--- src/logic/mm_ram_consts.svh ---
// memory map windows, RAM size, loop word, pass code and timer interrupt id
`ifndef MM_RAM_CONSTS_SVH
`define MM_RAM_CONSTS_SVH

// RAM window, also mirrored at address zero
`define MM_SRAM_BASE 32'h1C00_0000

// byte-address width of the RAM (64 KiB)
`define MM_RAM_ADDR_WIDTH 16
`define MM_SRAM_LEN (32'd1 << `MM_RAM_ADDR_WIDTH)

// boot ROM region, every read returns the loop word
`define MM_ROM_BASE 32'h1A00_0000
`define MM_ROM_LEN 32'h0000_1000

// pseudo-peripheral windows
`define MM_CNTRL_BASE 32'h1A10_4000
`define MM_STDOUT_BASE 32'h1A10_F000
`define MM_TIMER_BASE 32'h1A10_B000
`define MM_PERIPH_LEN 32'h0000_1000

// byte offsets inside the timer window
`define MM_TIMER_MASK_OFS 32'h0000_0000
`define MM_TIMER_CNT_OFS 32'h0000_0004

// jal x0, 0 keeps a JTAG-booted core spinning
`define MM_LOOP_WORD 32'h0000_006F

// CNTRL write value that signals a passing test
`define MM_PASS_CODE 32'h0000_F00D

`define MM_TIMER_IRQ_ID 5'd3

`endif

--- src/logic/sys_timer.sv ---
// countdown timer with interrupt request and acknowledge
`default_nettype none

`include "mm_ram_consts.svh"

module sys_timer (
    input  logic        clk_i,
    input  logic        rst_ni,

    input  logic        load_i,
    input  logic [31:0] value_i,
    input  logic        irq_en_i,

    input  logic        irq_ack_i,
    input  logic [4:0]  irq_id_i,
    output logic        irq_o
);

    logic [31:0] cnt_q;
    logic        irq_q;
    logic        expire;
    logic        ack;

    // 1 -> 0 transition, a fresh load takes precedence
    assign expire = !load_i && (cnt_q == 32'd1);
    assign ack    = irq_ack_i && (irq_id_i == `MM_TIMER_IRQ_ID);

    always_ff @(posedge clk_i or negedge rst_ni) begin
        if (!rst_ni) begin
            cnt_q <= '0;
        end else if (load_i) begin
            cnt_q <= value_i;
        end else if (cnt_q != '0) begin
            cnt_q <= cnt_q - 32'd1;
        end
    end

    // acknowledge wins over a new expiry in the same cycle
    always_ff @(posedge clk_i or negedge rst_ni) begin
        if (!rst_ni) begin
            irq_q <= 1'b0;
        end else if (ack) begin
            irq_q <= 1'b0;
        end else if (expire && irq_en_i) begin
            irq_q <= 1'b1;
        end
    end

    assign irq_o = irq_q;

    load_beats_count: assert property (@(posedge clk_i) disable iff (!rst_ni)
                                       load_i |=> cnt_q == $past(value_i))
        else $error("timer counted down during a load");

endmodule

`default_nettype wire

--- config.mk ---
export PLATFORM = sky130hd
export DESIGN_NAME = sys_timer
export DESIGN_NICKNAME = d
export VERILOG_FILES = /design/src/logic/sys_timer.sv
export VERILOG_INCLUDE_DIRS = /design/src /design/src/logic
export SDC_FILE = /design/constraint.sdc
export NUM_CORES = 1
export LEC_CHECK = 0
export BUFFER_PORTS_ARGS = -buffer_cell sky130_fd_sc_hd__buf_4
export CORE_ASPECT_RATIO = 1.2
export CORE_MARGIN = 4
export CORE_UTILIZATION = 58
export DETAILED_ROUTE_END_ITERATION = 10
export GPL_ROUTABILITY_DRIVEN = 1
export HOLD_SLACK_MARGIN = 0.1
export PLACE_DENSITY = 0.85
export SLEW_MARGIN = 40
export SYNTH_ARGS = -nofsm -noshare
export SYNTH_HDL_FRONTEND = slang
export SYNTH_SLANG_ARGS = --single-unit
--- constraint.sdc ---
create_clock -name clk_i -period 4.2 [get_ports clk_i]
set_input_delay 0.21 -clock clk_i [delete_from_list [all_inputs] [get_ports clk_i]]
set_output_delay 0.21 -clock clk_i [all_outputs]
set_load 0.05 [all_outputs]
==> results.sh, run 1 <==
export IMPL_drc=0
export IMPL_syn_area_per_cell_um2=9.06
export IMPL_status="finished clean"
export IMPL_die_area_um2=4350
export IMPL_portBuffers=42
export IMPL_insertedDiodeCount=0
export IMPL_synth_top_area_share=0.424
export IMPL_crit_type="reg -> reg"
export IMPL_finalHoldWorstSlack_ns=0.115
export IMPL_ys_seq_area_frac=0.424
export IMPL_place_gp_congestion=0.879
export IMPL_finalHoldViolations=0
export IMPL_grt_overflow=0
export IMPL_synth_seq_cells=33
export IMPL_cts_buffers=5
export IMPL_cts_tree="built"
export IMPL_grt_max_degree=45
export IMPL_grt_pass1_vias=1764
export IMPL_min_period_ns=2.91
export IMPL_ys_types=40
export IMPL_area_growth_pct=23.5
export IMPL_die_height_um=71.5
export IMPL_drtIter0Drc=123
export IMPL_post_cts_setup_buffers=0
export IMPL_power_leakage_nw=0.921
export IMPL_cp_required_ns=4.48
export IMPL_antenna_found_initial=0
export IMPL_core_area_um2=3140
export IMPL_cp_max_fo=10
export IMPL_cap_violations=0
export IMPL_yosysTopAreaCell="dfrtp_1"
export IMPL_clock_skew_ns=0.00674
export IMPL_synth_edff_count=0
export IMPL_p_total_uw=747
export IMPL_ant_nets=0
export IMPL_dp_hpwl_um=3200
export IMPL_timing_fmax_mhz=344
export IMPL_tns_ns=0
export IMPL_critPathArrivalTime_ns=3.19
export IMPL_synth_area_top_cells="dfrtp_1 (42%), xnor2_1 (5.8%), or4_1 (5.0%)"
export IMPL_synthFlopType="dfrtp_1"
export IMPL_rows=22
export IMPL_setup_viol=0
export IMPL_report_final_slew_viol_count=0
export IMPL_clock_path_buffers=2
export IMPL_wl_um=4650
export IMPL_n_fill_cell=236
export IMPL_dr_pass1_iters=4
export IMPL_boundaryPins=43
export IMPL_path_clk_slew_ns=0.10
export IMPL_hold_depth=3
export IMPL_htreeDepth=2
export IMPL_postSynth_asyncResetShare=1.00
export IMPL_hp_class="in -> reg"
export IMPL_layout_nets=301
export IMPL_via_per_inst=6.26
export IMPL_vdd_drop_max_v=0.000261
export IMPL_initial_core_util=0.621
export IMPL_synth_warnings=0
export IMPL_drive_gt1_frac=0.209
export IMPL_die_width_um=60.9
export IMPL_synth_net_count=259
export IMPL_grtUsageTotal=0.235
export IMPL_critPathLaunchType="flip-flop"
export IMPL_vias=1840
export IMPL_grt_setup_unrepaired="false"
export IMPL_syn_inst=215
export IMPL_clock_latency_ns=0.34
export IMPL_powerDensity_nw_per_um2=310
export IMPL_max_slew_margin_rel=0.531
export IMPL_worst_r2r_path_depth=6
export IMPL_worst_slew_pin_slew_ns=0.698
export IMPL_multiInputGateArea_um2=1050
export IMPL_grt_pass1_wl_um=7770
export IMPL_root_buffer="clkbuf_4"
export IMPL_seq_area_um2=826
export IMPL_period_share=0.692
export IMPL_syn_area_um2=1950
export IMPL_wl_per_cell_um=15.8
export IMPL_end_kind="flip-flop"
export IMPL_clock_sinks=33
==> registers in the layout (all words and copies together), names as in the netlist <==
name   cells
cnt_q     32
irq_o      1
==> synth_stat cells (2+ instances only) <==
cell	instances
o2111a_1	3
inv_1	4
nor4b_1	3
a21oi_1	18
ha_1	2
or4_1	13
or3_1	11
or3b_2	2
clkbuf_1	12
nand2_1	3
xor2_1	2
nor2_1	16
nor3_1	17
nor4_1	9
xnor2_1	13
buf_2	2
mux2i_1	3
and2_1	2
a211oi_1	3
o21ai_0	17
nand3_1	4
dfrtp_1	33
a31oi_1	5
o41ai_1	2
==> per-layer routing <==
layer / track usage / vias up / routed length [µm]
met5: 0 / - / 0
met4: 0.0916 / 0 / 97
met3: 0.0523 / 10 / 256
li1: - / 905 / -
met1: 0.305 / 864 / 1950
met2: 0.375 / 61 / 2350
==> power breakdown <==
group / switching, mW / internal (mW) / leakage [nW]
clock network: 0.107 / 0.142 / 0.0455
registers: 0.0338 / 0.347 / 0.375
logic: 0.0516 / 0.0645 / 0.501
==> final timing paths <==
path | start | slack, ns | to
worst max-delay path | cnt_q[14] | 1.29 | irq_o
worst min-delay path | value_i[22] | 0.11 | cnt_q[22]
worst max register to register | cnt_q[14] | 1.29 | irq_o
worst min register to register | cnt_q[14] | 0.52 | cnt_q[14]
max in group asynchronous | rst_ni | 3.56 | cnt_q[4]
min in group asynchronous | rst_ni | 0.34 | cnt_q[1]
==> metrics by stage <==
step / setup slack [ns] / utilization / std cells / area (µm²)
after floorplan: 1.75 / - / 215 / 1950
after global placement: 1.40 / 0.720 / 280 / 2260
after detailed placement: 1.37 / 0.720 / 280 / 2260
after CTS: 1.34 / 0.767 / 294 / 2410
after global routing: 1.16 / 0.767 / 294 / 2410
final: 1.29 / 0.767 / 294 / 2410
==> final cells by class <==
cell class	count	share of cell area
multi-input cells	163	0.436
flip-flops and latches	33	0.343
repair buffers	49	0.159
clock buffers	7	0.0229
well taps	36	0.0187
clock inverters	1	0.0125
inverters	5	0.00780
==> cell families after synthesis <==
kind of cell               Yosys count  share of synthesized area
AOI/OAI and AO/OA                   58                      0.188
xor gates and xnor gates            15                     0.0674
adders and majority gates            2                     0.0128
buffers and inverters               19                     0.0379
DFF                                 33                      0.424
muxes                                3                     0.0154
and+or+nand+nor                     85                      0.255
==> worst max-delay path, stage by stage (launching register included) <==
cell	delay, ns
dfrtp_1	0.42
or4_1	0.70
or3_1	0.47
nor2_1	0.29
a41oi_1	0.17
a31oi_1	0.23
dlygate4sd3_1	0.57
==> layout by cell type, fill, tap and decap left out, types with 3 or more instances in the layout <==
master / n
nor2_1: 16
or4_1: 13
a21oi_1: 18
inv_1: 4
nor3_1: 17
nand3_1: 4
buf_4: 43
nand2_1: 3
clkbuf_4: 5
o2111a_1: 3
a31oi_1: 5
xnor2_1: 13
dlygate4sd3_1: 6
dfrtp_1: 33
or3_1: 11
nor4_1: 9
mux2i_1: 3
nor4b_1: 3
a211oi_1: 3
o21ai_0: 17
==> timing repair <==
item / CTS / global route
endpoints found under the hold margin: 37 / 0
setup endpoints to repair: 0 / 0
hold buffers: 6 / 0
gates resized for setup: 0 / 0
No activity file was read; power rests on OpenSTA's default activity.
==> run 2, diff against run 1 <==
- ABC_AREA: default -> 1
- CORE_UTILIZATION: 58 -> 51
- PLACE_DENSITY: 0.85 -> 0.77
- clock period: 4.2 -> 2.63 ns (I/O delays scaled with it)
==> run 2 against run 1 <==
Effect of this change: count of clock-buffer cells in the layout unchanged; die area grew 39%; total power rose by 77%; first-iteration DRC count grew 15%; clock power rose by 61%; sequential cell count did not move; sequential share of layout area down 6.6 points; routed wire length rose by 44%; cell area up 24%; hold slack got worse by 0.013 ns.
==> results.sh, run 2 <==
export IMPL_status="finished clean"
export IMPL_min_period_ns=2.02
export IMPL_critPathLaunchType="flip-flop"
export IMPL_insertedDiodeCount=0
export IMPL_crit_type="reg -> reg"
export IMPL_ff2ff_setup_slack_ns=0.61
export IMPL_cp_max_fo=12
export IMPL_drtIter0Drc=142
export IMPL_grt_overflow=0
export IMPL_path_buf_inv=3
export IMPL_largest_reg_flops=32
export IMPL_cap_violations=0
export IMPL_finalHoldViolations=0
export IMPL_regToRegStartpoint="cnt_q[0]"
export IMPL_clock_latency_ns=0.29
export IMPL_synth_area_top_cells="dfrtp_1 (33%), nand2_1 (15%), nor2_1 (14%)"
export IMPL_syn_area_um2=2470
export IMPL_hold_depth=3
export IMPL_finalHoldWorstSlack_ns=0.102
export IMPL_report_final_slew_viol_count=0
export IMPL_cp_required_ns=2.81
export IMPL_cts_tree="built"
export IMPL_htreeDepth=2
export IMPL_root_buffer="clkbuf_8"
export IMPL_ys_types=32
export IMPL_end_kind="flip-flop"
export IMPL_wl_per_cell_um=13.4
export IMPL_final_common_cell="nand2_1"
export IMPL_portBuffers=42
export IMPL_clock_sinks=33
export IMPL_critPathArrivalTime_ns=2.20
export IMPL_synth_edff_count=0
export IMPL_mostFrequentLayoutCells="nand2_1 (101), nor2_1 (90), inv_1 (47), buf_4 (44), dfrtp_1 (33)"
export IMPL_die_height_um=84.3
export IMPL_final_cells=497
export IMPL_holdPathEnd="cnt_q[11]"
export IMPL_timing_fmax_mhz=496
export IMPL_max_slew_margin_rel=0.595
export IMPL_ys_seq_area_frac=0.334
export IMPL_area_growth_pct=20.3
export IMPL_grtUsageTotal=0.233
export IMPL_period_share=0.767
export IMPL_antenna_found_initial=0
export IMPL_dp_hpwl_um=5030
export IMPL_powerDensity_nw_per_um2=445
export IMPL_place_gp_congestion=0.917
export IMPL_grt_max_degree=34
export IMPL_core_area_um2=4630
export IMPL_yosysTopAreaCell="dfrtp_1"
export IMPL_synth_seq_cells=33
export IMPL_r2r_end="cnt_q[9]"
export IMPL_hp_class="in -> reg"
export IMPL_synthFlopType="dfrtp_1"
export IMPL_worst_slew_pin_slew_ns=0.607
export IMPL_setup_viol=0
export IMPL_grt_setup_unrepaired="false"
export IMPL_syn_inst=391
export IMPL_grt_pass1_wl_um=11300
export IMPL_largest_register="cnt_q"
export IMPL_rows=27
export IMPL_slowest_stage="dfrtp_1"
export IMPL_clock_skew_ns=0.00416
export IMPL_worst_r2r_path_depth=9
export IMPL_boundaryPins=43
export IMPL_path_delay_family="simple AND/OR/NAND/NOR gates"
export IMPL_vdd_drop_max_v=0.000299
export IMPL_holdCritStartpoint="value_i[11]"
export IMPL_path_cells="inv_1 > ha_1 > nand2_4 > inv_2 > nand2_1 > nor3_1 > nand3_1 > nand3_1 > inv_1"
export IMPL_yosysMostFrequentCell="nand2_1"
export IMPL_cts_buffers=5
export IMPL_placed_cells=484
export IMPL_synth_warnings=0
export IMPL_wl_um=6680
export IMPL_synth_net_count=435
export IMPL_via_per_inst=5.25
export IMPL_dr_pass1_iters=4
export IMPL_die_area_um2=6030
export IMPL_drc=0
export IMPL_slowest_delay_ns=0.40
export IMPL_post_cts_setup_buffers=0
export IMPL_postSynth_asyncResetShare=1.00
export IMPL_post_cts_resized=0
export IMPL_clock_path_buffers=2
export IMPL_drive_gt1_frac=0.175
export IMPL_synth_top_area_share=0.334
export IMPL_post_route_cell_area_um2=2970
export IMPL_layout_nets=483
export IMPL_synthTopCellsByCount="nand2_1 (101), nor2_1 (90), inv_1 (47)"
export IMPL_tns_ns=0
export IMPL_syn_area_per_cell_um2=6.32
export IMPL_grt_pass1_vias=2653
export IMPL_placed_cell_area_um2=2830
export IMPL_die_width_um=71.6
export IMPL_path_clk_slew_ns=0.07
export IMPL_power_leakage_nw=1.49
export IMPL_initial_core_util=0.534
export IMPL_ant_nets=0
export IMPL_vias=2607
==> run 2: through the flow <==
step	setup slack (ns)	util	power, mW
floorplan	1.01	-	0.806
global placement	0.718	0.611	0.913
detailed placement	0.631	0.611	0.920
CTS	0.610	0.643	1.33
global route	0.402	0.643	1.40
finish	0.613	0.643	1.32
==> run 2: layout make-up <==
cell class / count / area, µm²
Sequential cell: 33 / 826
Multi-Input combinational cell: 301 / 1420
Timing Repair Buffer: 50 / 390
Inverter: 48 / 180
Tap cell: 58 / 72.6
Fill cell: 439 / 1650
Clock buffer: 7 / 86.3
==> run 2: logic make-up after synthesis <==
| kind of cell | share of synthesized area |
|---|---|
| buf+inv | 0.0921 |
| compound gates | 0.0673 |
| flops | 0.334 |
| simple gates | 0.479 |
| xor+xnor | 0.0177 |
| fa+ha+maj | 0.0101 |
==> run 2: what timing repair did <==
action | in CTS | in global routing
endpoints found under the setup margin | 0 | 0
hold buffers | 6 | 0
endpoints found under the hold margin | 38 | 0
==> run 2: routing by layer <==
metal | GRT usage | up-vias | share of wire
met5 | 0 | - | 0
met4 | 0.0991 | 0 | 0.012
met3 | 0.0443 | 8 | 0.066
met2 | 0.415 | 77 | 0.53
met1 | 0.267 | 1209 | 0.39
li1 | - | 1313 | -
==> run 2: power breakdown <==
group | leakage (nW) | internal, mW | switching (mW)
sequential | 0.377 | 0.559 | 0.0589
clock | 0.0443 | 0.208 | 0.194
combinational | 1.07 | 0.133 | 0.169
total | 1.49 | 0.900 | 0.422
==> run 2: how the worst max path moves through the flow <==
stage,startpoint,endpoint,cells past startpoint
final,cnt_q[0],cnt_q[9],9
after floorplan,cnt_q[0],cnt_q[20],10
after CTS,cnt_q[0],cnt_q[1],9
after detailed placement,cnt_q[0],cnt_q[1],9
after global placement,cnt_q[0],cnt_q[9],9
after global routing,cnt_q[0],cnt_q[1],9
==> run 2: worst min-delay path: stages <==
cell and delay (ns):
buf_4 0.08, o21ai_0 0.06, nor2_1 0.08
==> run 3, diff against run 2 <==
- ABC_AREA: 1 -> 0
- CORE_UTILIZATION: 51 -> 54
- PLACE_DENSITY: 0.77 -> 0.79
- clock period: 2.63 -> 2 ns (I/O delays scaled with it)
==> run 3 against run 2 <==
Effect of this change: the run now fails in global routing; synthesized cell count down 45%; area after synthesis fell by 21%.
==> results.sh, run 3 <==
export IMPL_cts_buffers=5
export IMPL_status="stopped before the end"
export IMPL_portBuffers=42
export IMPL_place_gp_congestion=0.852
export IMPL_synth_warnings=0
export IMPL_placed_cell_area_um2=2660
export IMPL_error="[ERROR GRT-0232] Routing congestion too high. Check the congestion heatmap in the GUI."
export IMPL_boundaryPins=43
export IMPL_haltStage="global routing"
export IMPL_syn_area_um2=1950
export IMPL_syn_area_per_cell_um2=9.06
export IMPL_worst_endpoint="cnt_q[22]$_DFFE_PN0P_/D"
export IMPL_synth_seq_cells=33
export IMPL_yosysMostFrequentCell="dfrtp_1"
export IMPL_synthFlopType="dfrtp_1"
export IMPL_clock_path_buffers=2
export IMPL_dp_hpwl_um=4010
export IMPL_synth_net_count=259
export IMPL_synth_edff_count=0
export IMPL_root_buffer="clkbuf_8"
export IMPL_postSynth_asyncResetShare=1.00
export IMPL_grtUsageTotal=0.732
export IMPL_grt_max_degree=36
export IMPL_die_width_um=62.8
export IMPL_synthTopCellsByCount="dfrtp_1 (33), a21oi_1 (18), nor3_1 (17), o21ai_0 (17), nor2_1 (16)"
export IMPL_ys_seq_area_frac=0.424
export IMPL_clock_sinks=33
export IMPL_syn_inst=215
export IMPL_rows=23
export IMPL_worstEpCategory="register data pin"
export IMPL_synth_area_top_cells="dfrtp_1 (42%), xnor2_1 (5.8%), or4_1 (5.0%)"
export IMPL_grt_overflow=139
export IMPL_yosysTopAreaCell="dfrtp_1"
export IMPL_die_height_um=73.8
export IMPL_initial_core_util=0.574
export IMPL_synth_top_area_share=0.424
export IMPL_ys_types=40
export IMPL_htreeDepth=2
[run 3: cell count changes after synthesis, sizes merged, moves of 11 or more]
cell and delta:
inv -44, nand2 -101, nand3 -28, nor2 -81
nor3 +14, or2 -13, or3 +11, or4 +13
[run 3: stage by stage]
stage	setup TNS, ns	setup WS, ns	cells	hold slack [ns]	utilization
3_5_place_dp	-9.02	-0.390	327	0.0700	0.783
2_1_floorplan	-8.07	-0.383	215	-0.196	-
3_3_place_gp	-7.67	-0.349	327	0.0677	0.783
4_1_cts	-6.92	-0.294	368	0.102	0.948
[run 3: cell families after synthesis]
logic type / after synthesis / share of synthesized area
adder cells (fa/ha/maj): 2 / 0.0128
multiplexers: 3 / 0.0154
XOR/XNOR: 15 / 0.0674
AND/OR/NAND/NOR: 85 / 0.255
flip-flops: 33 / 0.424
buffers and inverters: 19 / 0.0379
AO/OA/AOI/OAI: 58 / 0.188
[run 3: what timing repair did]
item / CTS
gates cloned: 3
hold buffers: 21
resized for setup: 40
pin swaps: 22
endpoints found under the setup margin: 33
hold endpoints to repair: 52
buffers inserted: 10
[run 3: metal layers]
layer | global-route usage | GRT overflow
met1 | 0.704 | 2
met2 | 0.994 | 95
met3 | 0.439 | 0
met4 | 0.885 | 42
met5 | 0 | 0
==> run 4, diff against run 3 <==
- CORE_ASPECT_RATIO: 1.2 -> default
- CORE_UTILIZATION: 54 -> 40
- HOLD_SLACK_MARGIN: 0.1 -> default
- PLACE_DENSITY: 0.79 -> default
- PLACE_DENSITY_LB_ADDON: default -> 0.15
==> run 4 against run 3 <==
Effect of this change: the flow now finishes, with violations (setup timing).
==> results.sh, run 4 (same netlist as run 1, synthesis figures left out) <==
export IMPL_grt_max_degree=34
export IMPL_drtIter0Drc=132
export IMPL_place_gp_congestion=0.836
export IMPL_fin_util=0.685
export IMPL_cap_violations=0
export IMPL_clock_sinks=33
export IMPL_regToRegStartpoint="cnt_q[4]"
export IMPL_layout_nets=355
export IMPL_n_fill_cell=369
export IMPL_die_height_um=77.8
export IMPL_placed_cells=357
export IMPL_final_cells=379
export IMPL_holdCritStartpoint="value_i[0]"
export IMPL_min_period_ns=2.33
export IMPL_p_int_mw=1.28
export IMPL_p_comb_frac=0.246
export IMPL_swShare=0.276
export IMPL_p_seq_frac=0.436
export IMPL_end_kind="flip-flop"
export IMPL_path_clk_slew_ns=0.07
export IMPL_power_leakage_nw=1.36
export IMPL_cts_tree="built"
export IMPL_grt_setup_unrepaired="true"
export IMPL_via_per_inst=5.60
export IMPL_p_total_mw=1.77
export IMPL_slowest_stage="or4_4"
export IMPL_clock_latency_ns=0.29
export IMPL_finalHoldViolations=0
export IMPL_worst_r2r_path_depth=5
export IMPL_core_area_um2=4720
export IMPL_holdPathEnd="cnt_q[0]"
export IMPL_hold_depth=3
export IMPL_cp_required_ns=2.22
export IMPL_max_slew_margin_rel=0.708
export IMPL_clockPowerShare=0.318
export IMPL_wl_per_cell_um=16.2
export IMPL_report_final_slew_viol_count=0
export IMPL_violations="setup timing"
export IMPL_portBuffers=42
export IMPL_drc=0
export IMPL_critPathArrivalTime_ns=2.56
export IMPL_r2r_end="cnt_q[21]"
export IMPL_grtUsageTotal=0.210
export IMPL_die_width_um=77.8
export IMPL_cp_max_fo=3
export IMPL_wl_um=6140
export IMPL_htreeDepth=2
export IMPL_grt_overflow=0
export IMPL_clock_path_buffers=2
export IMPL_clock_skew_ns=0.00352
export IMPL_ff2ff_setup_slack_ns=-0.33
export IMPL_hp_class="in -> reg"
export IMPL_drive_gt1_frac=0.503
export IMPL_rows=25
export IMPL_vias=2122
export IMPL_placed_cell_area_um2=2700
export IMPL_status="complete, but fails checks"
export IMPL_dp_hpwl_um=3860
export IMPL_initial_core_util=0.412
export IMPL_powerDensity_nw_per_um2=548
export IMPL_path_cells="or4_4 > or3_4 > or4_4 > or3_4 > a2bb2oi_2"
export IMPL_tns_ns=-7.26
export IMPL_largest_reg_flops=32
export IMPL_grt_pass1_vias=2083
export IMPL_worst_slew_pin_slew_ns=0.438
export IMPL_fin_ws_ns=-0.334
export IMPL_insertedDiodeCount=0
export IMPL_antenna_found_initial=0
export IMPL_ant_nets=0
export IMPL_vdd_drop_max_v=0.000333
export IMPL_largest_register="cnt_q"
export IMPL_boundaryPins=43
export IMPL_setup_viol=33
export IMPL_timing_fmax_mhz=428
export IMPL_mostFrequentLayoutCells="buf_4 (87), dfrtp_1 (33), a21oi_1 (16), xnor2_1 (13), or4_4 (12)"
export IMPL_cts_buffers=5
export IMPL_grt_pass1_wl_um=10100
export IMPL_critPathLaunchType="flip-flop"
export IMPL_crit_type="reg -> reg"
export IMPL_post_route_cell_area_um2=3240
export IMPL_final_common_cell="buf_4"
export IMPL_p_switching_uw=490
export IMPL_period_share=1.17
export IMPL_root_buffer="clkbuf_8"
export IMPL_die_area_um2=6050
export IMPL_area_growth_pct=66.2
export IMPL_dr_pass1_iters=5
export IMPL_slowest_delay_ns=0.55
==> run 4: layout make-up <==
| cell class | count | area [µm²] | share of cell area |
|---|---|---|---|
| multi-input combinational | 166 | 1400 | 0.432 |
| sequential | 33 | 826 | 0.255 |
| timing repair buffer | 100 | 808 | 0.250 |
| clock buffer | 7 | 96.3 | 0.0298 |
| tap | 67 | 83.8 | 0.0259 |
| inverter | 5 | 18.8 | 0.00580 |
| clock inverter | 1 | 5.00 | 0.00155 |
==> run 4: how the worst max path moves through the flow <==
stage                     slack, ns        end  startpoint
final                         -0.33  cnt_q[21]    cnt_q[4]
after global routing          -0.39  cnt_q[21]    cnt_q[4]
after CTS                     -0.32  cnt_q[21]    cnt_q[7]
after detailed placement      -0.37  cnt_q[13]   cnt_q[14]
after global placement        -0.35  cnt_q[13]   cnt_q[14]
after floorplan               -0.38  cnt_q[21]    cnt_q[7]
==> run 4: routing by layer <==
layer	routed length, µm	vias up	GRT usage
met5	0	-	0
met4	127	0	0.0587
met3	300	17	0.0418
met2	2930	64	0.333
met1	2780	1016	0.292
li1	-	1025	-
==> run 4: repair_timing <==
action,4_1_cts,5_1_grt
pin swaps,20,7
gates cloned,3,0
hold buffers,3,0
resized for setup,47,25
setup buffers,3,5
endpoints found under the setup margin,33,33
endpoints found under the hold margin,34,0
==> run 4: worst max-delay path: cells and delay by family, from the launching register on <==
family	cells	cell delay [ns]
AO/OA/AOI/OAI	1	0.11
flip-flops	1	0.38
AND/OR/NAND/NOR	4	1.78
==> run 4: power by group through the flow <==
stage | Combinational (mW) | Sequential [mW] | Clock (mW)
after global placement | 0.378 | 0.780 | 0
after global routing | 0.481 | 0.781 | 0.610
after detailed placement | 0.382 | 0.781 | 0
after CTS | 0.414 | 0.772 | 0.574
after floorplan | 0.145 | 0.797 | 0
final | 0.437 | 0.773 | 0.563
==> run 4: metrics by stage <==
step           setup slack (ns)  hold slack [ns]
6_report                 -0.334           0.0227
5_1_grt                  -0.391           0.0262
2_1_floorplan            -0.383           -0.196
3_3_place_gp             -0.350           0.0818
3_5_place_dp             -0.371           0.0765
4_1_cts                  -0.323           0.0170
